==> src/design/prbs_defs.svh <==
`ifndef PRBS_DEFS_SVH
`define PRBS_DEFS_SVH

// interleaved lanes per word
`define NTI 16

// signed ADC code width
`define NADC 8

// history and tap register width
`define NPRBS 32

// capture window size and address width
`define CAP_DEPTH 64
`define CAP_AW 6

// error and total counters
`define CNT_W 64

// readout word, one half of a counter
`define RD_W 32

`endif
==> src/design/prbs_pkg.sv <==
`default_nettype none

`include "prbs_defs.svh"

package prbs_pkg;

    // which stream feeds the checker
    typedef enum logic {
        SRC_ADC  = 1'b0,
        SRC_BIST = 1'b1
    } rx_src_e;

    typedef enum logic [1:0] {
        CHK_CLEAR = 2'd0,
        CHK_ALIGN = 2'd1,
        CHK_TEST  = 2'd2
    } chk_mode_e;

    // counter half presented on the readout port
    typedef enum logic [1:0] {
        ERR_LO = 2'd0,
        ERR_HI = 2'd1,
        TOT_LO = 2'd2,
        TOT_HI = 2'd3
    } rd_sel_e;

    typedef struct packed {
        logic [`RD_W-1:0] hi;
        logic [`RD_W-1:0] lo;
    } count_halves_t;

    // a counter seen either whole or as two readout words
    typedef union packed {
        logic [`CNT_W-1:0] full;
        count_halves_t     half;
    } count_u;

endpackage

`default_nettype wire

==> src/design/prbs_bist_top.sv <==
`timescale 1ns/1ps
`default_nettype none

`include "prbs_defs.svh"

module prbs_bist_top import prbs_pkg::*; (
    input  wire logic                        clk_adc,
    input  wire logic                        rst_i,
    // receive path
    input  wire logic [`NTI-1:0][`NADC-1:0]  codes_i,
    input  wire logic [`NADC-1:0]            thresh_i,
    input  wire rx_src_e                     src_i,
    // BIST generator
    input  wire logic                        gen_cke_i,
    input  wire logic [`NPRBS-1:0]           gen_seed_i,
    input  wire logic [`NPRBS-1:0]           gen_eqn_i,
    input  wire logic                        gen_inj_err_i,
    // capture window
    input  wire logic                        dump_start_i,
    input  wire logic [`CAP_AW-1:0]          rd_addr_i,
    output logic      [`NTI-1:0]             rd_word_o,
    output logic                             cap_done_o,
    // checker
    input  wire chk_mode_e                   mode_i,
    input  wire logic [`NPRBS-1:0]           chk_eqn_i,
    input  wire logic [`NTI-1:0]             lane_mask_i,
    input  wire rd_sel_e                     rd_sel_i,
    output logic      [`RD_W-1:0]            rd_data_o
);

    logic [`NTI-1:0] rx_bits;
    logic            rx_valid;
    logic [`NTI-1:0] chk_bits;
    logic            chk_valid;

    rx_bit_source rx_bit_source_i (
        .clk_adc       (clk_adc),
        .rst_i         (rst_i),
        .codes_i       (codes_i),
        .thresh_i      (thresh_i),
        .src_i         (src_i),
        .gen_cke_i     (gen_cke_i),
        .gen_seed_i    (gen_seed_i),
        .gen_eqn_i     (gen_eqn_i),
        .gen_inj_err_i (gen_inj_err_i),
        .rx_bits_o     (rx_bits),
        .rx_valid_o    (rx_valid)
    );

    capture_memory capture_memory_i (
        .clk_adc      (clk_adc),
        .rst_i        (rst_i),
        .rx_bits_i    (rx_bits),
        .rx_valid_i   (rx_valid),
        .dump_start_i (dump_start_i),
        .rd_addr_i    (rd_addr_i),
        .rd_word_o    (rd_word_o),
        .cap_done_o   (cap_done_o),
        .chk_bits_o   (chk_bits),
        .chk_valid_o  (chk_valid)
    );

    prbs_checker prbs_checker_i (
        .clk_adc     (clk_adc),
        .rst_i       (rst_i),
        .chk_bits_i  (chk_bits),
        .chk_valid_i (chk_valid),
        .mode_i      (mode_i),
        .eqn_i       (chk_eqn_i),
        .lane_mask_i (lane_mask_i),
        .rd_sel_i    (rd_sel_i),
        .rd_data_o   (rd_data_o)
    );

endmodule

`default_nettype wire

==> src/design/prbs_checker.sv <==
`timescale 1ns/1ps
`default_nettype none

`include "prbs_defs.svh"

module prbs_checker import prbs_pkg::*; (
    input  wire logic              clk_adc,
    input  wire logic              rst_i,
    input  wire logic [`NTI-1:0]   chk_bits_i,
    input  wire logic              chk_valid_i,
    input  wire chk_mode_e         mode_i,
    input  wire logic [`NPRBS-1:0] eqn_i,
    // lanes taking part in the count
    input  wire logic [`NTI-1:0]   lane_mask_i,
    input  wire rd_sel_e           rd_sel_i,
    output logic      [`RD_W-1:0]  rd_data_o
);

    localparam int SUM_W = $clog2(`NTI + 1);

    // hist[0] holds the latest received bit
    logic [`NPRBS-1:0] hist;
    logic [`NPRBS-1:0] hist_next;
    logic [`NTI-1:0]   pred;
    logic [`NTI-1:0]   lane_err;
    logic [SUM_W-1:0]  n_err;
    logic [SUM_W-1:0]  n_lanes;
    count_u            err_cnt;
    count_u            tot_cnt;

    // predict each lane from received bits only, so the checker
    // locks onto any phase of the sequence
    always_comb begin
        hist_next = hist;
        for (int i = 0; i < `NTI; i++) begin
            pred[i]     = ^(hist_next & eqn_i);
            lane_err[i] = (pred[i] ^ chk_bits_i[i]) & lane_mask_i[i];
            hist_next   = {hist_next[`NPRBS-2:0], chk_bits_i[i]};
        end
    end

    // mismatches and enabled lanes in this word
    always_comb begin
        n_err   = '0;
        n_lanes = '0;
        for (int i = 0; i < `NTI; i++) begin
            n_err   = n_err + SUM_W'(lane_err[i]);
            n_lanes = n_lanes + SUM_W'(lane_mask_i[i]);
        end
    end

    // history follows the stream while aligning or testing
    always_ff @(posedge clk_adc) begin
        if (rst_i) begin
            hist <= '0;
        end else if (chk_valid_i && (mode_i == CHK_ALIGN || mode_i == CHK_TEST)) begin
            hist <= hist_next;
        end
    end

    always_ff @(posedge clk_adc) begin
        if (rst_i) begin
            err_cnt.full <= '0;
            tot_cnt.full <= '0;
        end else if (mode_i == CHK_CLEAR) begin
            err_cnt.full <= '0;
            tot_cnt.full <= '0;
        end else if (chk_valid_i && mode_i == CHK_TEST) begin
            err_cnt.full <= err_cnt.full + `CNT_W'(n_err);
            tot_cnt.full <= tot_cnt.full + `CNT_W'(n_lanes);
        end
    end

    // readout mux
    always_comb begin
        case (rd_sel_i)
            ERR_LO:  rd_data_o = err_cnt.half.lo;
            ERR_HI:  rd_data_o = err_cnt.half.hi;
            TOT_LO:  rd_data_o = tot_cnt.half.lo;
            TOT_HI:  rd_data_o = tot_cnt.half.hi;
            default: rd_data_o = '0;
        endcase
    end

endmodule

`default_nettype wire

==> src/design/capture_memory.sv <==
`timescale 1ns/1ps
`default_nettype none

`include "prbs_defs.svh"

module capture_memory (
    input  wire logic              clk_adc,
    input  wire logic              rst_i,
    input  wire logic [`NTI-1:0]   rx_bits_i,
    input  wire logic              rx_valid_i,
    input  wire logic              dump_start_i,
    input  wire logic [`CAP_AW-1:0] rd_addr_i,
    output logic      [`NTI-1:0]   rd_word_o,
    output logic                   cap_done_o,
    output logic      [`NTI-1:0]   chk_bits_o,
    output logic                   chk_valid_o
);

    logic [`NTI-1:0]    mem [`CAP_DEPTH];
    logic [`CAP_AW-1:0] wr_ptr;
    logic               armed;
    logic               wr_en;
    logic               last_word;

    // retiming stage toward the checker
    always_ff @(posedge clk_adc) begin
        if (rst_i) begin
            chk_valid_o <= 1'b0;
        end else begin
            chk_valid_o <= rx_valid_i;
        end
    end

    always_ff @(posedge clk_adc) begin
        chk_bits_o <= rx_bits_i;
    end

    // the start pulse itself does not write
    assign wr_en     = armed && rx_valid_i && !dump_start_i;
    assign last_word = (wr_ptr == `CAP_AW'(`CAP_DEPTH - 1));

    // one-shot window control
    always_ff @(posedge clk_adc) begin
        if (rst_i) begin
            armed      <= 1'b0;
            wr_ptr     <= '0;
            cap_done_o <= 1'b0;
        end else if (dump_start_i) begin
            armed      <= 1'b1;
            wr_ptr     <= '0;
            cap_done_o <= 1'b0;
        end else if (wr_en) begin
            wr_ptr <= wr_ptr + 1'b1;
            if (last_word) begin
                armed      <= 1'b0;
                cap_done_o <= 1'b1;
            end
        end
    end

    always_ff @(posedge clk_adc) begin
        if (wr_en) begin
            mem[wr_ptr] <= rx_bits_i;
        end
    end

    // registered read port
    always_ff @(posedge clk_adc) begin
        rd_word_o <= mem[rd_addr_i];
    end

endmodule

`default_nettype wire

==> src/design/rx_bit_source.sv <==
`timescale 1ns/1ps
`default_nettype none

`include "prbs_defs.svh"

module rx_bit_source import prbs_pkg::*; (
    input  wire logic                        clk_adc,
    input  wire logic                        rst_i,
    // interleaved ADC codes, lane 0 earliest
    input  wire logic [`NTI-1:0][`NADC-1:0]  codes_i,
    input  wire logic [`NADC-1:0]            thresh_i,
    input  wire rx_src_e                     src_i,
    // BIST generator controls
    input  wire logic                        gen_cke_i,
    input  wire logic [`NPRBS-1:0]           gen_seed_i,
    input  wire logic [`NPRBS-1:0]           gen_eqn_i,
    input  wire logic                        gen_inj_err_i,
    output logic      [`NTI-1:0]             rx_bits_o,
    output logic                             rx_valid_o
);

    logic [`NTI-1:0] adc_bits;
    logic [`NTI-1:0] gen_bits;
    logic [`NTI-1:0] sel_bits;
    logic            sel_valid;

    prbs_generator prbs_generator_i (
        .clk_adc   (clk_adc),
        .rst_i     (rst_i),
        .cke_i     (gen_cke_i),
        .seed_i    (gen_seed_i),
        .eqn_i     (gen_eqn_i),
        .inj_err_i (gen_inj_err_i),
        .bits_o    (gen_bits)
    );

    // slicer, signed compare per lane
    always_comb begin
        for (int i = 0; i < `NTI; i++) begin
            adc_bits[i] = $signed(codes_i[i]) > $signed(thresh_i);
        end
    end

    // ADC codes arrive every cycle, the generator only when enabled
    always_comb begin
        if (src_i == SRC_BIST) begin
            sel_bits  = gen_bits;
            sel_valid = gen_cke_i;
        end else begin
            sel_bits  = adc_bits;
            sel_valid = 1'b1;
        end
    end

    always_ff @(posedge clk_adc) begin
        if (rst_i) begin
            rx_valid_o <= 1'b0;
        end else begin
            rx_valid_o <= sel_valid;
        end
    end

    always_ff @(posedge clk_adc) begin
        rx_bits_o <= sel_bits;
    end

endmodule

`default_nettype wire

==> src/design/prbs_generator.sv <==
`timescale 1ns/1ps
`default_nettype none

`include "prbs_defs.svh"

module prbs_generator (
    input  wire logic              clk_adc,
    input  wire logic              rst_i,
    input  wire logic              cke_i,
    input  wire logic [`NPRBS-1:0] seed_i,
    input  wire logic [`NPRBS-1:0] eqn_i,
    input  wire logic              inj_err_i,
    output logic      [`NTI-1:0]   bits_o
);

    // state[0] is the most recent bit
    logic [`NPRBS-1:0] state;
    logic [`NPRBS-1:0] state_next;
    logic [`NTI-1:0]   word;
    logic              inj_pend;

    // unroll sixteen steps of the recurrence, lane 0 first
    always_comb begin
        state_next = state;
        for (int i = 0; i < `NTI; i++) begin
            word[i]    = ^(state_next & eqn_i);
            state_next = {state_next[`NPRBS-2:0], word[i]};
        end
    end

    always_ff @(posedge clk_adc) begin
        if (rst_i) begin
            state <= seed_i;
        end else if (cke_i) begin
            state <= state_next;
        end
    end

    // injected error waits for the next word that goes out
    always_ff @(posedge clk_adc) begin
        if (rst_i) begin
            inj_pend <= 1'b0;
        end else if (cke_i) begin
            inj_pend <= inj_err_i;
        end else if (inj_err_i) begin
            inj_pend <= 1'b1;
        end
    end

    // flip only the output, history stays clean
    assign bits_o = {word[`NTI-1:1], word[0] ^ inj_pend};

endmodule

`default_nettype wire

==> config.mk <==
export PLATFORM = sky130hd
export DESIGN_NAME = prbs_bist_top
export DESIGN_NICKNAME = d
export VERILOG_FILES = /design/src/design/prbs_pkg.sv /design/src/design/prbs_bist_top.sv /design/src/design/prbs_checker.sv /design/src/design/capture_memory.sv /design/src/design/rx_bit_source.sv /design/src/design/prbs_generator.sv
export VERILOG_INCLUDE_DIRS = /design/src /design/src/design
export SDC_FILE = /design/constraint.sdc
export NUM_CORES = 2
export LEC_CHECK = 0
export BUFFER_PORTS_ARGS = -buffer_cell sky130_fd_sc_hd__clkbuf_2
export CAP_MARGIN = 20
export CORE_AREA = 2 2 394 396
export DETAILED_ROUTE_END_ITERATION = 12
export DIE_AREA = 0 0 396 398
export PLACE_DENSITY = 0.62
export SETUP_SLACK_MARGIN = 0.15
export SYNTH_ARGS = -nofsm -noshare
export SYNTH_HDL_FRONTEND = slang
export SYNTH_SLANG_ARGS = --single-unit
==> constraint.sdc <==
create_clock -name clk_adc -period 11.3 [get_ports clk_adc]
set_input_delay 1.695 -clock clk_adc [delete_from_list [all_inputs] [get_ports clk_adc]]
set_output_delay 1.695 -clock clk_adc [all_outputs]
set_load 0.005 [all_outputs]
# [Yosys cells after proc, flatten, opt, wreduce, memory -nomap -nowiden]
# Memories as Yosys holds them, arrays and structs flattened. A register that Yosys moved wholly into a read port is not among the register bits.
# Index checks and enable logic that the tools add are counted.
[totals] ramBits=1024 regBits=235 memories=1 elab_cells=193
[classes] n_eq_ne=6 n_mux=12 n_addsub=33 n_reduce_logical=48 magnitude_cmp=16 n_bitwise=65
[mem_list] memory="capture_memory_i.mem" depth=64 word_bits=16 rd=1 rd_clocked_by_memory_dff=1 wr=1 line="capture_memory.sv:19" source="logic [`NTI-1:0] mem [`CAP_DEPTH];"
[op_table] cell="$and A32 B32 Y32" count=32
[op_table] cell="$reduce_xor A32 Y1" count=32
[op_table] cell="$add A5 B1 Y5" count=28
[op_table] cell="$add A64 B5 Y64" count=2
[op_table] cell="$gt A8 B8 Y1" count=16
[op_table] cell="$pmux W32 S4" count=1
[op_table] cell="$mux W32" count=2
[op_table] cell="$xor A1 B1 Y1" count=17
[op_table] cell="$and A1 B1 Y1" count=16
[op_table] cell="$mux W16" count=1
[op_table] cell="$mux W1" count=8
[op_table] cell="$reduce_bool A2 Y1" count=4
[op_table] cell="$add A6 B1 Y6 const B" count=1
[op_table] cell="$eq A2 B2 Y1 const B" count=3
[op_table] cell="$eq A6 B6 Y1 const B" count=1
[op_table] cell="$add A1 B1 Y2" count=2
[op_table] cell="$eq A2 B1 Y1 const B" count=2
[op_table] cell="$logic_and A1 B1 Y1" count=4
[op_table] cell="$logic_not A2 Y1" count=2
[op_table] cell="$reduce_and A2 Y1" count=2
[op_table] cell="$reduce_or A2 Y1" count=2
[op_table] cell="$logic_not A1 Y1" count=1
[op_table] cell="$logic_or A1 B1 Y1" count=1

# [Logic depth before layout (Yosys ltp)]
[logic_depth] ltp_word=34 depth_mapped=39

# [Cells and area by module]
# From an unflattened synthesis, not the netlist that was laid out.
[unflattened] cells_unflattened=5890 area_unflattened_um2=69822.0
[by_module_without_submodules] mod="capture_memory" seq_area_each_um2=31570.3 area_per_inst_um2=40299.9 cells_each=1832 instances=1
[by_module_without_submodules] mod="prbs_checker" seq_area_each_um2=3203.1 area_per_inst_um2=15831.4 cells_each=2148 instances=1
[by_module_without_submodules] mod="prbs_generator" seq_area_each_um2=980.9 area_per_inst_um2=10274.9 cells_each=1503 instances=1
[by_module_without_submodules] mod="rx_bit_source" seq_area_each_um2=340.3 area_per_inst_um2=3415.8 cells_each=407 instances=1

# [Worst setup path before layout]
# No wires, ideal clock.
[synth_path] path_kind="input port to flip-flop" start="input port chk_eqn_i[21]" end="register prbs_checker_i.err_cnt[60] (netlist bit)" setup_ns=0.128 stages=37 arrival_ns=9.055 slack_ns=2.118 required_ns=11.172 n_path_buf=2 cell_sequence="clkbuf_1 clkbuf_1 nand2_1 xor2_1 xnor2_1 xnor2_1 xnor2_1 xnor2_1 and2_1 ha_1 inv_1 fa_1 fa_1 fa_1 fa_1 fa_1 fa_1 xnor2_1 ha_1 a21oi_1 nor2_1 nor2_1 inv_1 a21oi_1 nor2_1 nand2_1 nor2_1 nand2_1 nor2_1 nand2_1 nor2_1 and2_1 inv_1 nor2_1 nand3_1 xor2_1 nor2_1"
[synth_via] elab_chain_cells=20 word_cells_on_any_way=80
[synth_lines] item="start: declaration" line="prbs_bist_top.sv:25" source="input wire logic [`NPRBS-1:0] chk_eqn_i,"
[synth_lines] item="$and A32 B32 Y32" line="prbs_checker.sv:36" source="pred[i] = ^(hist_next & eqn_i);"
[synth_lines] item="$reduce_xor A32 Y1" line="prbs_checker.sv:36"
[synth_lines] item="$xor A1 B1 Y1" line="prbs_checker.sv:37" source="lane_err[i] = (pred[i] ^ chk_bits_i[i]) & lane_mask_i[i];"
[synth_lines] item="$and A1 B1 Y1" line="prbs_checker.sv:37"
[synth_lines] item="$add A1 B1 Y2" line="prbs_checker.sv:47" source="n_err = n_err + SUM_W'(lane_err[i]);"
[synth_lines] item="$add A5 B1 Y5 (13 in series)" line="prbs_checker.sv:47"
[synth_lines] item="$add A5 B1 Y5 *" line="prbs_checker.sv:47"
[synth_lines] item="$add A64 B5 Y64 *" line="prbs_checker.sv:69" source="err_cnt.full <= err_cnt.full + `CNT_W'(n_err);"
[synth_lines] item="end: declaration" line="prbs_checker.sv:28" source="count_u err_cnt;"
# Mark *: on every way between the ends. The rest lies on a longest branch, timed or not.
# A chain may end at the register's enable or synchronous reset.

# [Final worst setup path]
[layout_path] start="input port gen_eqn_i[7]" end="register rx_bit_source_i.prbs_generator_i.state[1], data pin"
[layout_via] elab_chain_cells=32
[layout_lines] item="start: declaration" line="prbs_bist_top.sv:16" source="input wire logic [`NPRBS-1:0] gen_eqn_i,"
[layout_lines] item="$and A32 B32 Y32" line="prbs_generator.sv:26" source="word[i] = ^(state_next & eqn_i);"
[layout_lines] item="$reduce_xor A32 Y1" line="prbs_generator.sv:26"
[layout_lines] item="$and A32 B32 Y32" line="prbs_generator.sv:26"
[layout_lines] item="$reduce_xor A32 Y1" line="prbs_generator.sv:26"
[layout_lines] item="$and A32 B32 Y32" line="prbs_generator.sv:26"
[layout_lines] item="$reduce_xor A32 Y1" line="prbs_generator.sv:26"
[layout_lines] item="$and A32 B32 Y32" line="prbs_generator.sv:26"
[layout_lines] item="$reduce_xor A32 Y1" line="prbs_generator.sv:26"
[layout_lines] item="[16 not listed]"
[layout_lines] item="$and A32 B32 Y32" line="prbs_generator.sv:26"
[layout_lines] item="$reduce_xor A32 Y1" line="prbs_generator.sv:26"
[layout_lines] item="$and A32 B32 Y32" line="prbs_generator.sv:26"
[layout_lines] item="$reduce_xor A32 Y1" line="prbs_generator.sv:26"
[layout_lines] item="$and A32 B32 Y32 *" line="prbs_generator.sv:26"
[layout_lines] item="$reduce_xor A32 Y1 *" line="prbs_generator.sv:26"
[layout_lines] item="$mux W32 *" line="prbs_generator.sv:34" source="end else if (cke_i) begin"
[layout_lines] item="$mux W32 *" line="prbs_generator.sv:32" source="if (rst_i) begin"
[layout_lines] item="end signal: assignment" line="prbs_generator.sv:33" source="state <= seed_i;"
[layout_lines] item="end signal: assignment" line="prbs_generator.sv:35" source="state <= state_next;"
[layout_lines] item="end: declaration" line="prbs_generator.sv:17" source="logic [`NPRBS-1:0] state;"
# Mark *: on every way between the ends. The rest lies on a longest branch, timed or not. The select of a mux whose other input is x is not followed.

==> flow_summary.ini <==
[yosys]
ys_ff_latch = 1275
ys_async_sr_fraction_pct = 0
yosys-top-cells-area = edfxtp_1 (46%), mux4_2 (12%), xnor2_1 (9.9%)
syn_nets = 5983
synth_top_area_cell = edfxtp_1
synth_top_family_by_area = XOR/XNOR gates
yosysSeqAreaShare_pct = 52.65
synth_ff_type = edfxtp_1
syn_area_sq_um = 68550
avgSynthCellArea_sq_um = 12.36
synth_top_area_share_pct = 46.26
synth_edf_count = 1056
synth-compound-area-share_pct = 3.525
synth_simple_gate_area_share_pct = 10.60
synth_cell_types = 91
ys_warn_count = 0
synth_fa_ha_area_share_pct = 3.399
synthMuxAreaShare_pct = 12.73
postSynthCellCount = 5546
synth-xor-area-share_pct = 14.46

[job]
maxCapViolCount = 0

[layout]
final_cell_mix = nand2_1 (1,185), edfxtp_1 (1,056), xnor2_1 (776)
layout.nets = 6223
final_common_cell = nand2_1
area_growth_pct = 12.99
n_fill_cell = 13100
drive_above_1_share_pct = 19.42
design_area_sq_um = 77450

[critical_path]
setup.worst_path.start_class = primary input
reg2reg_from = prbs_checker_i.hist[15]
path_class = in2reg
reg2reg_to = prbs_checker_i.err_cnt[60]
cp.required_ns = 11.76
cp-endpoint = rx_bit_source_i.prbs_generator_i.state[1]
crit_start = gen_eqn_i[7]
reg2regPathDepth = 36
worstSetupEndpointType = flop
cp.arrival_ns = 10.29
rrSetupSlack_ns = 1.89
crit_fanout = 28

[timing]
rsz0062_at_grt = false
worstMarginPinSlew_ns = 1.139
fin_skew_ns = 0.06411
worst_slack_ns = 1.475
slew_violations = 0
hold_viol = 0
fin_crit_sh_pct = 86.94
layout_min_cycle_time_ns = 9.825
slew_headroom_pct = 23.97
fmax_mhz = 101.8
hold_slack_ns = 0.4837
setup_viol = 0
tns_ns = 0

[floorplan]
num_rows = 144
die_y_um = 398
ioPinCount = 313
die_w_um = 396
start_util_pct = 44.71
dieArea_sq_um = 157600
core-area_sq_um = 153300

[drt]
routed-wl-met3_mm = 15.87
wl_met1_mm = 83.18
dr_wl_met2_mm = 87.52
routed_wl_mm = 191.9
drc = 0
drt_first_pass_iters = 5
routed.top_layer = met4
vias_per_cell = 5.574
drtIter0Drc = 4324
vias = 44270
ant_nets = 0
routedWlPerCell_um = 24.16

[global_routing]
antenna_found_initial = 3
grt_pass1_vias = 44140
grt_usage_pct = 24.31
overflow = 0
grt_max_degree = 149
grt_pass1_wl_mm = 288.2

[clock_network]
cts_tree = built
cts.sinks = 1275
clock_latency_ns = 0.77
clock_path_buffers = 3
cts_inserted_buffers = 138
postCtsSetupBuffers = 0
cts.htree.levels = 4
cts_resized = 0
root_buffer = clkbuf_16
path_clk_slew_ns = 0.06
ctsHoldBuffers = 0

[placement]
place_worst_setup_slack_ns = 0.7757
place_area_sq_um = 72550
dpl.hpwl_mm = 126.0
routabilityCongestion = 0.9210
numPortBuffers = 312

[worst_hold_path]
min_path_type = reg2reg
min_from = rx_bit_source_i.rx_valid_o

[run_status]
run_status = completed
==> how the worst min path moves through the flow <==
stage	endpoint	slack, ns	cells after the start
2_1_floorplan	prbs_checker_i.hist[31]	0.44	2
3_3_place_gp	capture_memory_i.cap_done_o	0.46	2
3_5_place_dp	capture_memory_i.cap_done_o	0.47	2
4_1_cts	capture_memory_i.wr_ptr[1]	0.49	2
5_1_grt	prbs_checker_i.err_cnt[4]	0.50	2
6_report	capture_memory_i.wr_ptr[1]	0.48	2
==> logic make-up after synthesis <==
kind of cell / after synthesis
DFF: 1275
and+or+nand+nor: 1746
AOI/OAI and AO/OA: 377
buffers and inverters: 467
muxes: 408
adders and majority gates: 173
xor gates and xnor gates: 1100
==> metrics by stage <==
step	utilization [%]	std cells
after CTS	50.41	7935
final	50.52	7943
after detailed placement	47.32	7684
after floorplan	-	5546
after global placement	47.28	7681
after global routing	50.51	7941
==> critical path: stages <==
cell      delay [ns]
clkbuf_2        0.47
nand2_1         0.11
xnor3_1         0.37
xnor3_1         0.38
xnor3_1         0.21
xnor3_2         0.73
or2_1           0.47
nand2_4         0.09
a22oi_4         0.24
nand3_1         0.26
nand2_2         0.27
xnor3_1         0.49
xnor2_1         0.16
or3_4           0.34
a311oi_2        0.47
or2_1           0.49
a22oi_1         0.15
a22oi_1         0.32
or2_1           0.36
nor2_1          0.09
xnor2_1         0.39
nor2_1          0.10
xnor2_1         0.31
xor3_2          0.44
xnor2_1         0.34
nand2_1         0.12
xnor2_1         0.26
mux2i_1         0.11
==> layout make-up <==
| type | count | area [sq um] | share of cell area [%] |
|---|---|---|---|
| antenna | 2 | 5.005 | 0.006462 |
| tap | 2044 | 2557 | 3.302 |
| sequential | 1275 | 36110 | 46.63 |
| clock inverter | 80 | 1016 | 1.312 |
| clock buffer | 171 | 3729 | 4.814 |
| inverter | 83 | 311.5 | 0.4022 |
| multi-input combinational | 3804 | 30680 | 39.60 |
| timing repair buffer | 484 | 3045 | 3.932 |
==> layer usage <==
| layer | GRT usage (%) | up-vias |
|---|---|---|
| met5 | 0 | - |
| met2 | 37.82 | 1960 |
| li1 | - | 20060 |
| met1 | 34.77 | 21890 |
| met3 | 4.431 | 362 |
| met4 | 7.333 | 0 |
==> registers in the layout, indices dropped and copies added, names as in the netlist <==
register and flops:
capture_memory_i.cap_done_o 1, prbs_checker_i.hist 32, capture_memory_i.mem 1024, capture_memory_i.chk_valid_o 1, rx_bit_source_i.prbs_generator_i.state 32, rx_bit_source_i.rx_bits_o 16
capture_memory_i.wr_ptr 6, rx_bit_source_i.rx_valid_o 1, rx_bit_source_i.prbs_generator_i.inj_pend 1, prbs_checker_i.err_cnt 64, capture_memory_i.armed 1, capture_memory_i.rd_word_o 16
capture_memory_i.chk_bits_o 16, prbs_checker_i.tot_cnt 64
==> synth_stat cells, drive strengths merged, types with 19 or more instances <==
| library cell | instances |
|---|---|
| fa | 22 |
| buf | 60 |
| inv | 82 |
| mux4 | 368 |
| or3 | 27 |
| nor2 | 270 |
| ha | 151 |
| a21oi | 123 |
| a32oi | 19 |
| and3 | 33 |
| o21a | 22 |
| nand4 | 28 |
| edfxtp | 1056 |
| xnor2 | 779 |
| o21ai | 102 |
| a211oi | 22 |
| mux2 | 33 |
| nand2 | 1188 |
| clkbuf | 324 |
| xor2 | 305 |
| dfxtp | 219 |
| nand3 | 76 |
| nor2b | 39 |
Power is not shown: default switching activity piles up to over one toggle a cycle in this logic, so the estimate is an artifact.
